`src/common/poker_pkg.sv`:
```
`default_nettype none

package poker_pkg;

    typedef logic [6:0] chip_t;
    typedef logic [7:0] hand_count_t;

    typedef enum logic [1:0] {
        preflop = 2'd0,
        flop    = 2'd1,
        turn    = 2'd2,
        river   = 2'd3
    } street_t;

    typedef enum logic [1:0] {
        mode_playing = 2'd0,
        mode_cashout = 2'd1,
        mode_freeze  = 2'd2
    } mode_t;

    typedef enum logic [1:0] {
        act_fold  = 2'd0,
        act_call  = 2'd1,  // Acts as a check while no bet is open
        act_raise = 2'd2
    } action_t;

    typedef enum logic {
        player_one = 1'b0,
        player_two = 1'b1
    } player_t;

    typedef enum logic [2:0] {
        op_none         = 3'd0,
        op_call         = 3'd1,
        op_raise        = 3'd2,
        op_award        = 3'd3,
        op_clear_street = 3'd4
    } ledger_op_t;

    localparam chip_t DEFAULT_START_BALANCE = 7'd49;
    localparam chip_t DEFAULT_RAISE_STEP    = 7'd5;

endpackage

`default_nettype wire

```
`src/betting/chip_ledger.sv`:
```
`timescale 1ns/1ps
`default_nettype none

module chip_ledger
    import poker_pkg::*;
#(
    parameter chip_t START_BALANCE = DEFAULT_START_BALANCE,
    parameter chip_t RAISE_STEP    = DEFAULT_RAISE_STEP
) (
    input  wire             clk,
    input  wire             reset_d,
    input  wire             new_session,
    input  wire ledger_op_t ledger_op,
    input  wire player_t    act_player,
    input  wire player_t    award_to,
    output logic            bet_open,
    output chip_t           pot,
    output chip_t           p1_balance,
    output chip_t           p2_balance
);

    chip_t cur_bet;
    chip_t p1_stake;
    chip_t p2_stake;
    chip_t actor_stake;
    chip_t owed;
    chip_t pay;
    chip_t raised_bet;
    chip_t pot_paid;
    chip_t p1_paid;
    chip_t p2_paid;

    assign bet_open    = (cur_bet != '0);
    assign actor_stake = (act_player == player_one) ? p1_stake : p2_stake;
    assign owed        = cur_bet - actor_stake;
    assign raised_bet  = cur_bet + RAISE_STEP;

    always_comb begin
        case (ledger_op)
            op_call, op_award: pay = owed;
            op_raise:          pay = owed + RAISE_STEP;
            default:           pay = '0;
        endcase
    end

    // Balances wrap on overdraw
    assign pot_paid = pot + pay;
    assign p1_paid  = (act_player == player_one) ? p1_balance - pay : p1_balance;
    assign p2_paid  = (act_player == player_two) ? p2_balance - pay : p2_balance;

    always_ff @(posedge clk or posedge reset_d) begin
        if (reset_d) begin
            p1_balance <= START_BALANCE;
            p2_balance <= START_BALANCE;
            pot        <= '0;
            cur_bet    <= '0;
            p1_stake   <= '0;
            p2_stake   <= '0;
        end else if (new_session) begin
            p1_balance <= START_BALANCE;
            p2_balance <= START_BALANCE;
            pot        <= '0;
            cur_bet    <= '0;
            p1_stake   <= '0;
            p2_stake   <= '0;
        end else begin
            case (ledger_op)
                op_call, op_clear_street: begin
                    p1_balance <= p1_paid;
                    p2_balance <= p2_paid;
                    pot        <= pot_paid;
                    cur_bet    <= '0;  // A call always closes the street
                    p1_stake   <= '0;
                    p2_stake   <= '0;
                end
                op_raise: begin
                    p1_balance <= p1_paid;
                    p2_balance <= p2_paid;
                    pot        <= pot_paid;
                    cur_bet    <= raised_bet;
                    if (act_player == player_one) begin
                        p1_stake <= raised_bet;
                    end else begin
                        p2_stake <= raised_bet;
                    end
                end
                op_award: begin
                    p1_balance <= (award_to == player_one) ? p1_paid + pot_paid : p1_paid;
                    p2_balance <= (award_to == player_two) ? p2_paid + pot_paid : p2_paid;
                    pot        <= '0;
                    cur_bet    <= '0;
                    p1_stake   <= '0;
                    p2_stake   <= '0;
                end
                default: begin
                    pot <= pot;
                end
            endcase
        end
    end

endmodule

`default_nettype wire

```
`src/betting/round_sequencer.sv`:
```
`timescale 1ns/1ps
`default_nettype none

module round_sequencer
    import poker_pkg::*;
(
    input  wire          clk,
    input  wire          reset_d,
    input  wire          new_session,
    input  wire          action_valid,
    input  wire action_t action_code,
    input  wire          bet_open,
    output street_t      street,
    output player_t      current_player,
    output hand_count_t  hand_count,
    output ledger_op_t   ledger_op,
    output player_t      act_player,
    output player_t      award_to
);

    player_t start_player;
    player_t second_player;
    player_t opponent;
    player_t player_nxt;
    logic    street_end;
    logic    hand_end;

    assign start_player  = player_t'(hand_count[0]);  // Even hands open with player one
    assign second_player = player_t'(~hand_count[0]);
    assign opponent      = player_t'(~current_player);

    always_comb begin
        ledger_op  = op_none;
        act_player = current_player;
        award_to   = player_one;
        player_nxt = current_player;
        street_end = 1'b0;
        hand_end   = 1'b0;
        if (action_valid) begin
            case (action_code)
                act_fold: begin
                    ledger_op  = op_award;
                    award_to   = opponent;
                    act_player = opponent;  // The raiser owes nothing, so no call is settled
                    hand_end   = 1'b1;
                end
                act_call: begin
                    if (bet_open || current_player == second_player) begin
                        street_end = 1'b1;
                    end else begin
                        player_nxt = opponent;  // Opening check
                    end
                end
                act_raise: begin
                    ledger_op  = op_raise;
                    player_nxt = opponent;
                end
                default: begin
                    ledger_op = op_none;
                end
            endcase
            if (street_end) begin
                if (street == river) begin
                    // Showdown without evaluation; the caller still pays in
                    ledger_op = op_award;
                    hand_end  = 1'b1;
                end else begin
                    ledger_op  = bet_open ? op_call : op_clear_street;
                    player_nxt = start_player;
                end
            end
        end
    end

    always_ff @(posedge clk or posedge reset_d) begin
        if (reset_d) begin
            street         <= preflop;
            current_player <= player_one;
            hand_count     <= '0;
        end else if (new_session) begin
            street         <= preflop;
            current_player <= player_one;
            hand_count     <= '0;
        end else if (hand_end) begin
            street         <= preflop;
            current_player <= second_player;  // Starts the next hand
            hand_count     <= hand_count + 1'b1;
        end else begin
            if (street_end) begin
                street <= street_t'(street + 2'd1);
            end
            current_player <= player_nxt;
        end
    end

endmodule

`default_nettype wire

```
`src/design/action_port.sv`:
```
`timescale 1ns/1ps
`default_nettype none

module action_port
    import poker_pkg::*;
(
    input  wire          clk,
    input  wire          reset_d,
    input  wire action_t action,
    input  wire          action_req,
    input  wire mode_t   mode,
    output logic         action_ack,
    output logic         action_valid,
    output action_t      action_code
);

    logic accept;

    // A request in flight blocks a second accept until ack has risen
    assign accept = action_req && !action_ack && !action_valid && (mode == mode_playing);

    always_ff @(posedge clk or posedge reset_d) begin
        if (reset_d) begin
            action_valid <= 1'b0;
            action_ack   <= 1'b0;
        end else begin
            action_valid <= accept;
            if (action_valid) begin
                action_ack <= 1'b1;  // Outputs already carry the action here
            end else if (!action_req) begin
                action_ack <= 1'b0;
            end
        end
    end

    always_ff @(posedge clk) begin
        if (accept) begin
            action_code <= action;
        end
    end

endmodule

`default_nettype wire

```
`src/design/poker_top.sv`:
```
`timescale 1ns/1ps
`default_nettype none

module poker_top
    import poker_pkg::*;
#(
    parameter chip_t START_BALANCE = DEFAULT_START_BALANCE,
    parameter chip_t RAISE_STEP    = DEFAULT_RAISE_STEP
) (
    input  wire          clk,
    input  wire          reset_d,
    input  wire action_t action,
    input  wire          action_req,
    input  wire          cashout_hold,
    input  wire          freeze_hold,
    output logic         action_ack,
    output mode_t        mode,
    output street_t      street,
    output player_t      current_player,
    output hand_count_t  hand_count,
    output chip_t        pot,
    output chip_t        p1_balance,
    output chip_t        p2_balance
);

    logic       action_valid;
    action_t    action_code;
    logic       new_session;
    logic       bet_open;
    ledger_op_t ledger_op;
    player_t    act_player;
    player_t    award_to;

    action_port u_action_port (
        .clk          (clk),
        .reset_d      (reset_d),
        .action       (action),
        .action_req   (action_req),
        .mode         (mode),
        .action_ack   (action_ack),
        .action_valid (action_valid),
        .action_code  (action_code)
    );

    table_mode u_table_mode (
        .clk          (clk),
        .reset_d      (reset_d),
        .cashout_hold (cashout_hold),
        .freeze_hold  (freeze_hold),
        .street       (street),
        .mode         (mode),
        .new_session  (new_session)
    );

    round_sequencer u_round_sequencer (
        .clk            (clk),
        .reset_d        (reset_d),
        .new_session    (new_session),
        .action_valid   (action_valid),
        .action_code    (action_code),
        .bet_open       (bet_open),
        .street         (street),
        .current_player (current_player),
        .hand_count     (hand_count),
        .ledger_op      (ledger_op),
        .act_player     (act_player),
        .award_to       (award_to)
    );

    chip_ledger #(
        .START_BALANCE (START_BALANCE),
        .RAISE_STEP    (RAISE_STEP)
    ) u_chip_ledger (
        .clk         (clk),
        .reset_d     (reset_d),
        .new_session (new_session),
        .ledger_op   (ledger_op),
        .act_player  (act_player),
        .award_to    (award_to),
        .bet_open    (bet_open),
        .pot         (pot),
        .p1_balance  (p1_balance),
        .p2_balance  (p2_balance)
    );

endmodule

`default_nettype wire

```
`src/design/table_mode.sv`:
```
`timescale 1ns/1ps
`default_nettype none

module table_mode
    import poker_pkg::*;
(
    input  wire          clk,
    input  wire          reset_d,
    input  wire          cashout_hold,
    input  wire          freeze_hold,
    input  wire street_t street,
    output mode_t        mode,
    output logic         new_session
);

    mode_t saved_mode;  // Mode to resume when freeze is released

    always_ff @(posedge clk or posedge reset_d) begin
        if (reset_d) begin
            mode        <= mode_playing;
            saved_mode  <= mode_playing;
            new_session <= 1'b0;
        end else begin
            new_session <= 1'b0;
            case (mode)
                mode_playing: begin
                    if (freeze_hold) begin
                        mode       <= mode_freeze;
                        saved_mode <= mode_playing;
                    end else if (cashout_hold && street == preflop) begin
                        mode <= mode_cashout;  // Only between hands
                    end
                end
                mode_cashout: begin
                    if (freeze_hold) begin
                        mode       <= mode_freeze;
                        saved_mode <= mode_cashout;
                    end else if (!cashout_hold) begin
                        mode        <= mode_playing;
                        new_session <= 1'b1;  // High while mode first reads playing
                    end
                end
                mode_freeze: begin
                    if (!freeze_hold) begin
                        mode <= saved_mode;
                    end
                end
                default: begin
                    mode <= mode_playing;
                end
            endcase
        end
    end

endmodule

`default_nettype wire

```
`config.mk`:
```
export PLATFORM = sky130hd
export DESIGN_NAME = poker_top
export DESIGN_NICKNAME = d
export VERILOG_FILES = /design/src/common/poker_pkg.sv /design/src/betting/chip_ledger.sv /design/src/betting/round_sequencer.sv /design/src/design/action_port.sv /design/src/design/poker_top.sv /design/src/design/table_mode.sv
export SDC_FILE = /design/constraint.sdc
export NUM_CORES = 1
export LEC_CHECK = 0
export ABC_AREA = 1
export BUFFER_PORTS_ARGS = -buffer_cell sky130_fd_sc_hd__buf_2
export CAP_MARGIN = 15
export CORE_ASPECT_RATIO = 0.7
export CORE_UTILIZATION = 60
export DETAILED_ROUTE_END_ITERATION = 8
export GPL_ROUTABILITY_DRIVEN = 0
export MAX_ROUTING_LAYER = met4
export PLACE_DENSITY = 0.91
export SYNTH_ARGS = -nofsm -noshare
export SYNTH_HDL_FRONTEND = slang
export SYNTH_SLANG_ARGS = --single-unit
export TNS_END_PERCENT = 100
```
`constraint.sdc`:
```
create_clock -name clk -period 7.9 [get_ports clk]
set_input_delay 1.185 -clock clk [delete_from_list [all_inputs] [get_ports clk]]
set_output_delay 1.185 -clock clk [all_outputs]
set_load 0.02 [all_outputs]
```
==> results of run 1 <==
[worst max path at each step]
stage | from | to | cells past startpoint
4_1_cts | u_action_port.action_code[1] | u_chip_ledger.p2_balance[6] | 29
6_report | u_action_port.action_code[0] | u_chip_ledger.p2_balance[6] | 34
5_1_grt | u_action_port.action_code[1] | u_chip_ledger.p2_balance[6] | 32
3_3_place_gp | u_action_port.action_code[0] | u_chip_ledger.p1_balance[6] | 29
3_5_place_dp | u_action_port.action_code[1] | u_chip_ledger.p2_balance[6] | 32
2_1_floorplan | u_round_sequencer.current_player | u_chip_ledger.p1_balance[6] | 30
[cell type report]
| cell class | instances | area share |
|---|---|---|
| clock buffer | 14 | 0.04807 |
| sequential | 61 | 0.2709 |
| tap | 101 | 0.02217 |
| clock inverter | 1 | 0.005268 |
| inverter | 118 | 0.07858 |
| multi-input combinational | 488 | 0.5369 |
| timing repair buffer | 43 | 0.03819 |
[routing by layer]
| metal | vias to the layer above | track usage | routed length (um) |
|---|---|---|---|
| met5 | - | - | 0 |
| met3 | 58 | 0.08244 | 1416 |
| met4 | 0 | 0.1520 | 386 |
| met2 | 319 | 0.5311 | 6052 |
| met1 | 2325 | 0.4118 | 5596 |
| li1 | 2302 | - | - |
[synthesized netlist by cell type (all sizes together), types with 2 or more instances]
master,n
xnor2,4
o21ai,61
xor2,17
nand3b,2
mux2,6
a21oi,33
nand4,4
dfstp,6
nand3,55
nand2,164
clkbuf,4
dfrtp,53
clkinv,4
o21bai,2
nor2,51
edfxtp,2
fa,6
a32o,6
nor3,8
or2,4
ha,47
a31oi,4
o22ai,5
buf,5
a22o,2
o211ai,3
inv,114
[state kept, by name, indices dropped and copies added, names as in the netlist]
signal and count:
u_action_port.action_ack 1, u_action_port.action_code 2, u_action_port.action_valid 1, u_chip_ledger.cur_bet 7, u_chip_ledger.p1_balance 7, u_chip_ledger.p1_stake 7, u_chip_ledger.p2_balance 7, u_chip_ledger.p2_stake 7
u_chip_ledger.pot 7, u_round_sequencer.current_player 1, u_round_sequencer.hand_count 8, u_round_sequencer.street 2, u_table_mode.mode 2, u_table_mode.new_session 1, u_table_mode.saved_mode 1
[worst register-to-register path: cells and delay by family, from the launching register on]
kind | cells | cell delay (ns)
and+or+nand+nor | 14 | 1.45
adders and majority gates | 7 | 2.03
DFF | 1 | 0.38
buffers and inverters | 5 | 0.49
xor gates and xnor gates | 1 | 0.16
AOI/OAI and AO/OA | 7 | 1.22
[power groups by stage]
stage / logic (W) / clock network [W] / registers [W]
floorplan: 0.00139 / 0 / 0.000566
global placement: 0.00173 / 0 / 0.000514
detailed placement: 0.00184 / 0 / 0.000519
CTS: 0.00187 / 0.000409 / 0.000515
global route: 0.00214 / 0.000420 / 0.000531
finish: 0.00193 / 0.000406 / 0.000520
[cell families after synthesis]
group | Yosys count | share of synthesized area
adders and majority gates | 53 | 0.1387
and+or+nand+nor | 288 | 0.2721
xor gates and xnor gates | 21 | 0.03603
buffers and inverters | 127 | 0.09804
AOI/OAI and AO/OA | 119 | 0.1375
muxes | 7 | 0.01520
DFF | 61 | 0.3025
[through the flow]
stage / util / worst slack, ns / instances
global placement: 0.6706 / 2.573 / 810
global route: 0.7090 / 1.598 / 826
finish: 0.7090 / 2.036 / 826
floorplan: - / 2.453 / 676
detailed placement: 0.6712 / 2.264 / 811
CTS: 0.7090 / 2.170 / 826
==> metrics list, run 1 <==
- The run finished, with violations left.
- Violations in the final reports: design-rule violations
- Final wirelength: 13.45 mm
* Initial antenna violation count: 0
- Port Buffers: 41
- Once the clock tree was built, the setup fixing pass inserted 0 buffers.
* Proportion of layout cells with a drive suffix above 1: 0.1503
* Total number of yosys warnings: 0
- Of the total power, combinational logic draws 0.676.
* Cell family with the largest share of critical-path delay: adder cells
- Starting density of the core: 0.6349
- The cell sitting at the root of the clock tree is a sky130_fd_sc_hd__clkbuf_16.
- In this run the core area contains 27 standard-cell rows.
- STA classifies the critical path endpoint as a flip-flop.
- Each instance of the synthesized netlist takes up on average 7.552 um2.
- Chip Width: 112.2 um
- Summing over every cut layer, the via total after detailed routing is 5004.
* Launch instance of the worst register-to-register path: u_action_port.action_code[0]
- In the final routed layout, each cell accounts on average for 16.29 um.
- Summed over all layers, the global routing overflow is 0.
- Summed over all cells, the static leakage comes to 3.038 nW.
- Of the available clock period, the critical path in the final layout requires 0.7423.
- Number of sinks handled by clock tree synthesis: 61
- Clock Latency Late Sink: 0.34 ns
- Setup violations remaining at the end of the flow were counted as 0.
* Total standard cell area after synthesis: 5105 um2
- Entering global routing, the biggest net connects 60 pins.
* CTS H-tree lvls: 3
- The analysis attributes to net switching a power of 0.001478 W.
* Maximum fanout along the worst path: 28
- Fillcell total: 582
* Iter 0 DRT Violations: 512
- The number of max-slew violations in the final report came to 0.
- The worst setup path is of the flip-flop to flip-flop kind.
- IR analysis of the VDD net gives a maximum drop of 0.2830 mV.
- Dividing total power by cell area gives a power density of 500.8 nW/um2.
- Count of buffering cells on the critical path with inverters included: 5
- Summing all multi-input logic gate instances after layout gives 3060 um2.
- Vias per cell: 6.058
- In this run the most critical hold path is launched from u_action_port.action_ack.
- In this run the deepest clock path goes through 2 buffers.
- The via count of the first global-routing pass was 4901.
- The worst register-to-register path ends at u_chip_ledger.p2_balance[6].
- At the worst endpoint, the arrival time is 6.09 ns.
- The library cell used most frequently in the layout, excluding fill and tap cells, is sky130_fd_sc_hd__nand2_1.
- The number of nets handed over by synthesis was 736.
* Hold violation count in the final report: 0
- Main synth FF type: sky130_fd_sc_hd__dfrtp_1
* Hold path depth: 2
- Post-CTS repair changed the size of 0 cells.
- On the final layout, the worst clock skew is 0.008940 ns.
* TNS Setup: 0 ns
* Final ANT Viol Nets: 0
* R2r worst-path depth: 34
- Maximum cell stage delay along the critical path: 0.53 ns
- Of the total power, the clock network draws 0.142.
- Number of buffers created by CTS: 9
* Portion of the post-synthesis area used by sequential elements: 0.3025
- In the final design database the tool counted 781 nets.
* Path type of the worst min-delay path: flip-flop to flip-flop
* RSZ-0062 raised after global routing: false
- For hold timing, the worst endpoint is u_action_port.action_ack.
* Worst setup SP type: flip-flop
- After clock tree synthesis, the clock-pin slew on the worst setup and hold paths is 0.06 ns.
- Power consumption: 0.002855 W
- In the global route stage, overall resource usage came out at 0.3359.
- Library cell occupying the most area in the post-synthesis netlist: sky130_fd_sc_hd__dfrtp_1
- CP max-delay cell: sky130_fd_sc_hd__fa_1
* Most frequent cells in the layout: 154 x sky130_fd_sc_hd__nand2_1, 105 x sky130_fd_sc_hd__inv_1, 53 x sky130_fd_sc_hd__dfrtp_1
- The share of total power dissipated in sequential elements is 0.182.
* Core region area: 8040 um2
* Number of enable flip-flop cells after synthesis: 2
- First-pass GRT wire length: 22.57 mm
- Number of violations of the max-capacitance limit: 0
- The synthesized design contains 61 register bits.
- For the pin with the worst max-slew slack, the measured transition is 0.7837 ns.
- Finished layout cell area: 5700 um2
- After synthesis, the share of flip-flops with an asynchronous set or reset is 0.9672.
- The worst path in the final design needs a cycle of 5.864 ns, including I/O delays and setup.
- Summing all flip-flop and latch instances after layout gives 1544 um2.
- Of the post-synthesis cell area, the dominant cell type holds 0.2598.
* Timing-limited maximum frequency: 170.5 MHz
* Worst slew margin relative to its limit: 0.4775
- The die is 79.18 um tall.
- Post-detailed-route DRC marker count: 1
* Initial DRT Pass Iterations: 7
* Worst hold margin: 0.4893 ns
- Proportion of total power due to net switching: 0.5179
* Synthesized instance count: 676
* Antenna cell count: 0
* Post-CTS Hold Buffers: 0
- Post-synth cell types: 45
- Counting stages on the worst path, the most repeated cell is sky130_fd_sc_hd__nand2_1.
* Data required time at the worst endpoint: 8.12 ns
- Area growth, synth to finish: 11.67%
* Area after detailed placement: 5396 um2
- TritonCTS built the clock tree.
* Worst setup slack for register-to-register paths: 2.04 ns
- The wire-length estimate of the detail-placed layout is 9.605 mm.
- Number of placed I/O pins: 42
- Floorplan die area: 8887 um2
- In the post-synthesis netlist, the biggest area contributors are sky130_fd_sc_hd__dfrtp_1 26%, sky130_fd_sc_hd__ha_1 12%, sky130_fd_sc_hd__nand2_1 11%, sky130_fd_sc_hd__inv_1 7.8%, sky130_fd_sc_hd__o21ai_0 5.0%.
- Internal power of the cells: 0.001376 W
No activity file was read; power rests on OpenSTA's default activity.
==> inputs of run 2 (changes only) <==
- clock period: 7.9 -> 6.1 ns (I/O delays scaled with it)
==> run 2 against run 1 <==
Net effect:
- the flow still finishes with violations (design-rule violations)
- routed wire length grew 2.9%
- via count up 0.70%
- total power is 32% higher
- largest cell class unchanged
==> metrics list, run 2 (synthesis results as in run 1) <==
- Max Root-Sink Buffers: 2 (unchanged)
- Vias per cell: 6.086 (+0.46%)
- Worst slew margin relative to its limit: 0.4882 (+0.01069)
- The first-pass iteration count of the detailed router is 8 (+1).
- Fraction of the core area covered by cells at the end of the flow: 0.7140 (+0.004979)
- Data required time at the worst endpoint: 6.34 ns (-1.78 ns)
* Hold violation count in the final report: 0 (unchanged)
* Sum of net half-perimeters after detailed placement: 9.916 mm (+3.2%)
* Root Buffer Master: sky130_fd_sc_hd__clkbuf_16
- Via count of the first global-routing pass: 4724 (-3.6%)
- The worst setup path is launched from a flip-flop.
- Following the worst setup path forward leads to its endpoint at u_chip_ledger.p1_balance[6].
* Core region area: 8040 um2 (unchanged)
- The maximum clock frequency came to 173.8 MHz (+1.9%).
- Starting density of the core: 0.6349 (unchanged)
* Final wirelength: 13.85 mm (+2.9%)
* Antenna cell count: 0 (unchanged)
* Port Buffers: 41 (unchanged)
- Most common cell after layout, fill and taps aside: sky130_fd_sc_hd__nand2_1
* CP max-delay cell: sky130_fd_sc_hd__fa_1
- Clock tree from TritonCTS: built
- The total of fill cells in the finished design is 601 (+3.3%).
- Most frequent cells in the layout: 153 x sky130_fd_sc_hd__nand2_1, 105 x sky130_fd_sc_hd__inv_1, 53 x sky130_fd_sc_hd__dfrtp_1
- Floorplan row count: 27 (unchanged)
- Post-detailed-route DRC marker count: 1 (unchanged)
- The overall die area came to 8887 um2 (unchanged).
- Top reg by flops: u_round_sequencer.hand_count
- Launch instance of the worst register-to-register path: u_action_port.action_code[1]
- The horizontal extent of the die was 112.2 um (unchanged).
- Clk pin slew, worst setup/hold paths: 0.06 ns (about the same)
- The slack of the worst reg-to-reg path was 0.35 ns (-1.69 ns).
* Leakage power total: 3.046 nW (+0.29%)
- Iter 0 DRT Violations: 623 (+22%)
* Clock Latency Late Sink: 0.35 ns (about the same)
- Initial antenna violation count: 0 (unchanged)
* Proportion of layout cells with a drive suffix above 1: 0.1623 (+0.01197)
* Final count of pins violating max slew: 0 (unchanged)
- TNS Setup: 0 ns (unchanged)
* Cell type with the highest occurrence count on the critical path: sky130_fd_sc_hd__nand2_1
- First element of the critical path: u_action_port.action_code[1]
- The part of the cycle the worst path needs is 0.9430 (+0.2008).
* Area growth, synth to finish: 12.45%
- The highest ir drop seen on vdd came to 0.3587 mV (+27%).
- Violations in the final reports: design-rule violations
- Maximum fanout along the worst path: 28 (unchanged)
* CTS H-tree lvls: 3 (unchanged)
* Maximum cell stage delay along the critical path: 0.54 ns (about the same)
- The overall overflow remaining after global route came to 0 (unchanged).
* Path type of the worst min-delay path: flip-flop to flip-flop
- The final net count came to 782 (+0.13%).
- Kind of capture point of the worst setup path: flip-flop
- The signal arrival time at the worst endpoint is 5.99 ns (-0.10 ns).
* Number of placed I/O pins: 42 (unchanged)
- RSZ-0062 raised after global routing: false
- Die height: 79.18 um (unchanged)
- The number of setup violations in the final report is 0 (unchanged).
- The average detailed-routed wire length per instance was 16.72 um (+2.7%).
* Global-route usage over all layers: 0.3344 (-0.001457)
- Final Skew: 0.01076 ns (+0.001823 ns)
- Final ANT Viol Nets: 0 (unchanged)
* R2r worst-path depth: 34 (unchanged)
- The minimum period implied by the final worst setup slack was 5.753 ns (-0.1114 ns).
- Tightest Pin Transition: 0.7677 ns (-0.01604 ns)
- Pwr/cell area: 658.4 nW/um2 (+31%)
* Number of violations of the max-capacitance limit: 0 (unchanged)
* Number of buffers created by CTS: 9 (unchanged)
- First-pass GRT wire length: 22.29 mm (-1.2%)
- The endpoint identified for the worst register-to-register timing path is u_chip_ledger.p1_balance[6].
- DR vias: 5039 (+0.70%)
- Post-CTS Hold Buffers: 0 (unchanged)
* Type of the setup path with the least slack: flip-flop to flip-flop
- The flip-flop count of the largest register, all copies and words added came to 8 (unchanged).
- The maximum number of pins on one net before global-route repair is 60 (unchanged).
- Number of sinks handled by clock tree synthesis: 61 (unchanged)
- Run status: finished with violations
[run 2: how the worst min path moves through the flow]
| stage | start | cells past startpoint | end |
|---|---|---|---|
| 6_report | u_table_mode.mode[0] | 1 | u_table_mode.mode[1] |
| 5_1_grt | u_table_mode.mode[0] | 1 | u_table_mode.mode[1] |
| 4_1_cts | u_table_mode.mode[0] | 1 | u_table_mode.mode[1] |
| 3_5_place_dp | u_table_mode.mode[0] | 1 | u_table_mode.mode[1] |
| 3_3_place_gp | u_table_mode.mode[0] | 1 | u_table_mode.mode[1] |
| 2_1_floorplan | u_table_mode.saved_mode[0] | 2 | u_table_mode.saved_mode[0] |
[run 2: per-layer routing]
| layer | global-route usage | vias to the layer above | wire, um |
|---|---|---|---|
| met5 | - | - | 0 |
| met4 | 0.09333 | 0 | 372 |
| met2 | 0.5224 | 334 | 6213 |
| li1 | - | 2298 | - |
| met1 | 0.4277 | 2342 | 5718 |
| met3 | 0.09542 | 65 | 1543 |
[run 2: metrics by stage]
stage / area, um2 / std cells / hold WS [ns] / setup WS, ns / total power, W
finish: 5741 / 828 / 0.4916 / 0.3474 / 0.003780
global route: 5741 / 828 / 0.5128 / 0.01719 / 0.004065
CTS: 5700 / 827 / 0.4849 / 0.3087 / 0.003643
detailed placement: 5396 / 811 / 0.4739 / 0.3774 / 0.003074
global placement: 5391 / 810 / 0.4533 / 0.7754 / 0.002910
floorplan: 5105 / 676 / 0.4721 / 0.6531 / 0.002528
[run 2: where the power goes]
| group | switching (W) | internal, W | total [W] |
|---|---|---|---|
| clock network | 0.000197 | 0.000337 | 0.000534 |
| logic | 0.00165 | 0.000919 | 0.00257 |
| registers | 0.000131 | 0.000543 | 0.000673 |
| total | 0.00198 | 0.00180 | 0.00378 |
[run 2: layout make-up]
cell class / instances / area [um2] / area share
Clock inverter: 4 / 47.55 / 0.008282
Sequential cell: 61 / 1544 / 0.2690
Timing Repair Buffer: 44 / 225.2 / 0.03923
Tap cell: 101 / 126.4 / 0.02201
Multi-Input combinational cell: 488 / 3093 / 0.5388
Clock buffer: 12 / 256.5 / 0.04468
Inverter: 118 / 447.9 / 0.07803
[run 2: timing repair]
item	in CTS	in global routing
gates resized for setup	0	8
endpoints found under the setup margin	0	3
setup buffers	0	1
[run 2: worst max-delay path: cells and delay by family (launching register included)]
family | cells | cell delay (ns)
adder cells (fa/ha/maj) | 7 | 2.13
AO/OA/AOI/OAI | 5 | 0.75
buffers and inverters | 4 | 0.45
flip-flops | 1 | 0.41
AND/OR/NAND/NOR | 16 | 1.53
XOR/XNOR | 2 | 0.37
==> inputs of run 3 (changes only) <==
- SYNTH_HIERARCHICAL: not set -> 1
==> run 3 against run 2 <==
Net effect:
- the flow still finishes with violations (design-rule violations)
- routed wire length shrank 6.5%
- non-clock buffer count grew 6
- sequential share of layout area up 0.30 points
- clock-buffer cell count stayed put
- die area down 1.8%
==> metrics list, run 3 <==
- The flow ran to the end, but the final reports show violations.
- The final reports fail on design-rule violations.
- Hold violation count in the final report: 0 (unchanged)
* Cell type with the highest occurrence count on the critical path: sky130_fd_sc_hd__nand2_1
- Maximum fanout along the worst path: 6 (-79%)
- Final setup violating endpoints: 0 (unchanged)
- The distinct cell type count after synthesis came to 45 (unchanged).
* Count of buffering cells on the critical path with inverters included: 6 (+2)
* Global-route usage over all layers: 0.3288 (-0.005644)
- The placement row count was 27 (unchanged).
* Synth async-reset ratio: 0.9672 (unchanged)
* Number of flip-flops under the largest register name: 8 (unchanged)
- Post-synth net total: 754 (+2.4%)
- The largest incremental delay on the critical path is 0.45 ns (-0.09 ns).
* Most frequent cells in the layout: 172 x sky130_fd_sc_hd__nand2_1, 105 x sky130_fd_sc_hd__inv_1, 56 x sky130_fd_sc_hd__o21ai_0
* Most common cell after layout, fill and taps aside: sky130_fd_sc_hd__nand2_1
* Post-detailed-route DRC marker count: 4 (+3)
- The maximum number of pins on one net before global-route repair was 43 (-28%).
- Total standard cell area after synthesis: 5011 um2 (-1.8%)
- The number of enable flip-flop cells after synthesis is 2 (unchanged).
- Setup repair after global routing left no endpoint under its margin.
- The relative slew slack came to 0.3101 (-0.1781).
* Die height: 78.46 um (-0.90%)
- In this design, the largest share of critical-path delay is due to simple AND/OR/NAND/NOR gates.
* Port Buffers: 41 (unchanged)
- The number of warnings issued by yosys is 6 (+6).
* Number of violations of the max-capacitance limit: 0 (unchanged)
* Total of flip-flops plus latches after synthesis: 61 (unchanged)
- The minimum period implied by the final worst setup slack came to 5.521 ns (-0.2319 ns).
* Top reg by flops: u_round_sequencer/hand_count
* Fraction of the core area covered by cells at the end of the flow: 0.7122 (-0.001796)
- Library cell occupying the most area in the post-synthesis netlist: sky130_fd_sc_hd__dfrtp_1
- STA classifies the critical path endpoint as a flip-flop.
- Congestion Overflow GR: 0 (unchanged)
- Reg area: 1544 um2 (unchanged)
- Final ANT Viol Nets: 0 (unchanged)
* Number of placed I/O pins: 42 (unchanged)
* Final wirelength: 12.94 mm (-6.5%)
- Period Utilization, post-route: 0.9050 (-0.03802)
- The total of fill cells in the finished design is 598 (-0.50%).
- Core region area: 7973 um2 (-0.84%)
- The violation count after the first detailed-routing iteration was 452 (-27%).
* Dominant cells by area after synthesis: sky130_fd_sc_hd__dfrtp_1 26%, sky130_fd_sc_hd__nand2_1 13%, sky130_fd_sc_hd__ha_1 11%, sky130_fd_sc_hd__inv_1 7.9%, sky130_fd_sc_hd__o21ai_0 5.7%
- First-pass GRT wire length: 21.89 mm (-1.8%)
* Floorplan die area: 8727 um2 (-1.8%)
- Chip Width: 111.2 um (-0.90%)
- The transition time at the pin with the least slew margin was 1.035 ns (+0.2672 ns).
- TNS Setup: 0 ns (unchanged)
- The tree is rooted in a sky130_fd_sc_hd__clkbuf_16.
* Starting density of the core: 0.6285 (-0.006390)
* Initial antenna violation count: 0 (unchanged)
- Area fraction of the dominant cell type after synthesis: 0.2647 (+0.004865)
- The clock latency reported for the late side of the worst-skew pair was 0.34 ns (about the same).
- In this run the worst hold path is classified as input port to async pin.
- The count of antenna diodes in the layout is 0 (unchanged).
- The number of CTS-inserted buffers is 9 (unchanged).
- The maximum buffer depth of the clock tree came to 2 (unchanged).
- Clock tree from TritonCTS: built
* Wire length per cell: 15.23 um (-8.9%)
- The commonest cells after synthesis are 172 x sky130_fd_sc_hd__nand2_1, 105 x sky130_fd_sc_hd__inv_1, 57 x sky130_fd_sc_hd__o21ai_0.
* Number of sinks handled by clock tree synthesis: 61 (unchanged)
* Vias per cell: 5.833 (-4.2%)
* Main synth FF type: sky130_fd_sc_hd__dfrtp_1
- Type of the setup path with the least slack: flip-flop to flip-flop
* CP max-delay cell: sky130_fd_sc_hd__dfrtp_1
- Area growth, synth to finish: 13.31%
- Syn avg cell area: 7.200 um2 (-4.7%)
* Data required time at the worst endpoint: 6.33 ns (about the same)
- The final net count is 802 (+2.6%).
* Initial DRT Pass Iterations: 9 (+1)
- Timing-limited maximum frequency: 181.1 MHz (+4.2%)
* Clk pin slew, worst setup/hold paths: 0.06 ns (about the same)
- Proportion of layout cells with a drive suffix above 1: 0.1562 (-0.006103)
* Via count of the first global-routing pass: 4811 (+1.8%)
- Sum of net half-perimeters after detailed placement: 9.547 mm (-3.7%)
* DR vias: 4958 (-1.6%)
- Final count of pins violating max slew: 0 (unchanged)
* Dominant cell by count in the synthesized netlist: sky130_fd_sc_hd__nand2_1
* Final Skew: 0.008894 ns (-0.001869 ns)
- CTS H-tree lvls: 3 (unchanged)
- The signal arrival time at the worst endpoint was 5.75 ns (-0.24 ns).
- Worst setup SP type: flip-flop
- Synthesized instance count: 696 (+3.0%)
* Portion of the post-synthesis area used by sequential elements: 0.3081 (+0.005664)
- Multi-input gate area: 2975 um2 (-3.8%)
## run 3: cell type report
class | instances | share of cell area
multi-input cells | 506 | 0.5240
repair buffers | 50 | 0.04804
clock buffers | 12 | 0.04341
flip-flops and latches | 61 | 0.2719
well taps | 101 | 0.02226
clock inverters | 4 | 0.01278
inverters | 116 | 0.07757
## run 3: final timing paths
path / slack (ns) / from / to / cells past startpoint
min reg2reg: 0.49 / u_chip_ledger/p1_stake[3] / u_chip_ledger/p1_stake[3] / 2
max: 0.58 / u_chip_ledger/cur_bet[2] / u_chip_ledger/p1_balance[6] / 33
min in group clk: 0.49 / u_chip_ledger/p1_stake[3] / u_chip_ledger/p1_stake[3] / 2
max reg2reg: 0.58 / u_chip_ledger/cur_bet[2] / u_chip_ledger/p1_balance[6] / 33
min: 0.45 / reset_d / u_action_port/action_valid / 2
max in group asynchronous: 4.93 / reset_d / u_chip_ledger/p2_stake[4] / 3
## run 3: layer usage
| layer | vias up | wire length, um | track usage |
|---|---|---|---|
| met2 | 262 | 5853 | 0.5075 |
| li1 | 2358 | - | - |
| met3 | 26 | 1189 | 0.08803 |
| met1 | 2312 | 5699 | 0.4149 |
| met5 | - | 0 | - |
| met4 | 0 | 202 | 0.1284 |
## run 3: kinds of logic after synthesis
group / synth area share
xor+xnor: 0.02772
mux: 0.007990
compound gates: 0.1348
buf+inv: 0.1004
simple gates: 0.2846
fa+ha+maj: 0.1363
flops: 0.3081
## run 3: repair_timing
| item | CTS | global route |
|---|---|---|
| buffers inserted | 0 | 3 |
| endpoints found under the setup margin | 0 | 3 |
| hold buffers | 0 | 0 |
| gates resized for setup | 0 | 1 |
## run 3: worst register-to-register path: cells and delay by family (launching register included)
kind / cells / cell delay (ns)
AND/OR/NAND/NOR: 20 / 2.74
AO/OA/AOI/OAI: 5 / 0.81
buffers and inverters: 6 / 0.71
adder cells (fa/ha/maj): 2 / 0.71
flip-flops: 1 / 0.45
## run 3: stage by stage
stage	hold WS, ns	cells	instance area [um2]	setup WS, ns
floorplan	0.4436	696	5011	0.5253
global placement	0.4724	831	5329	0.6979
detailed placement	0.4786	831	5329	0.3787
CTS	0.4388	847	5648	0.3448
global route	0.4525	850	5678	0.03941
finish	0.4457	850	5678	0.5794
Power of run 3 is left out: the tool's default activity adds up to more than one toggle a clock period on the data nets, which glitch-free logic cannot reach.
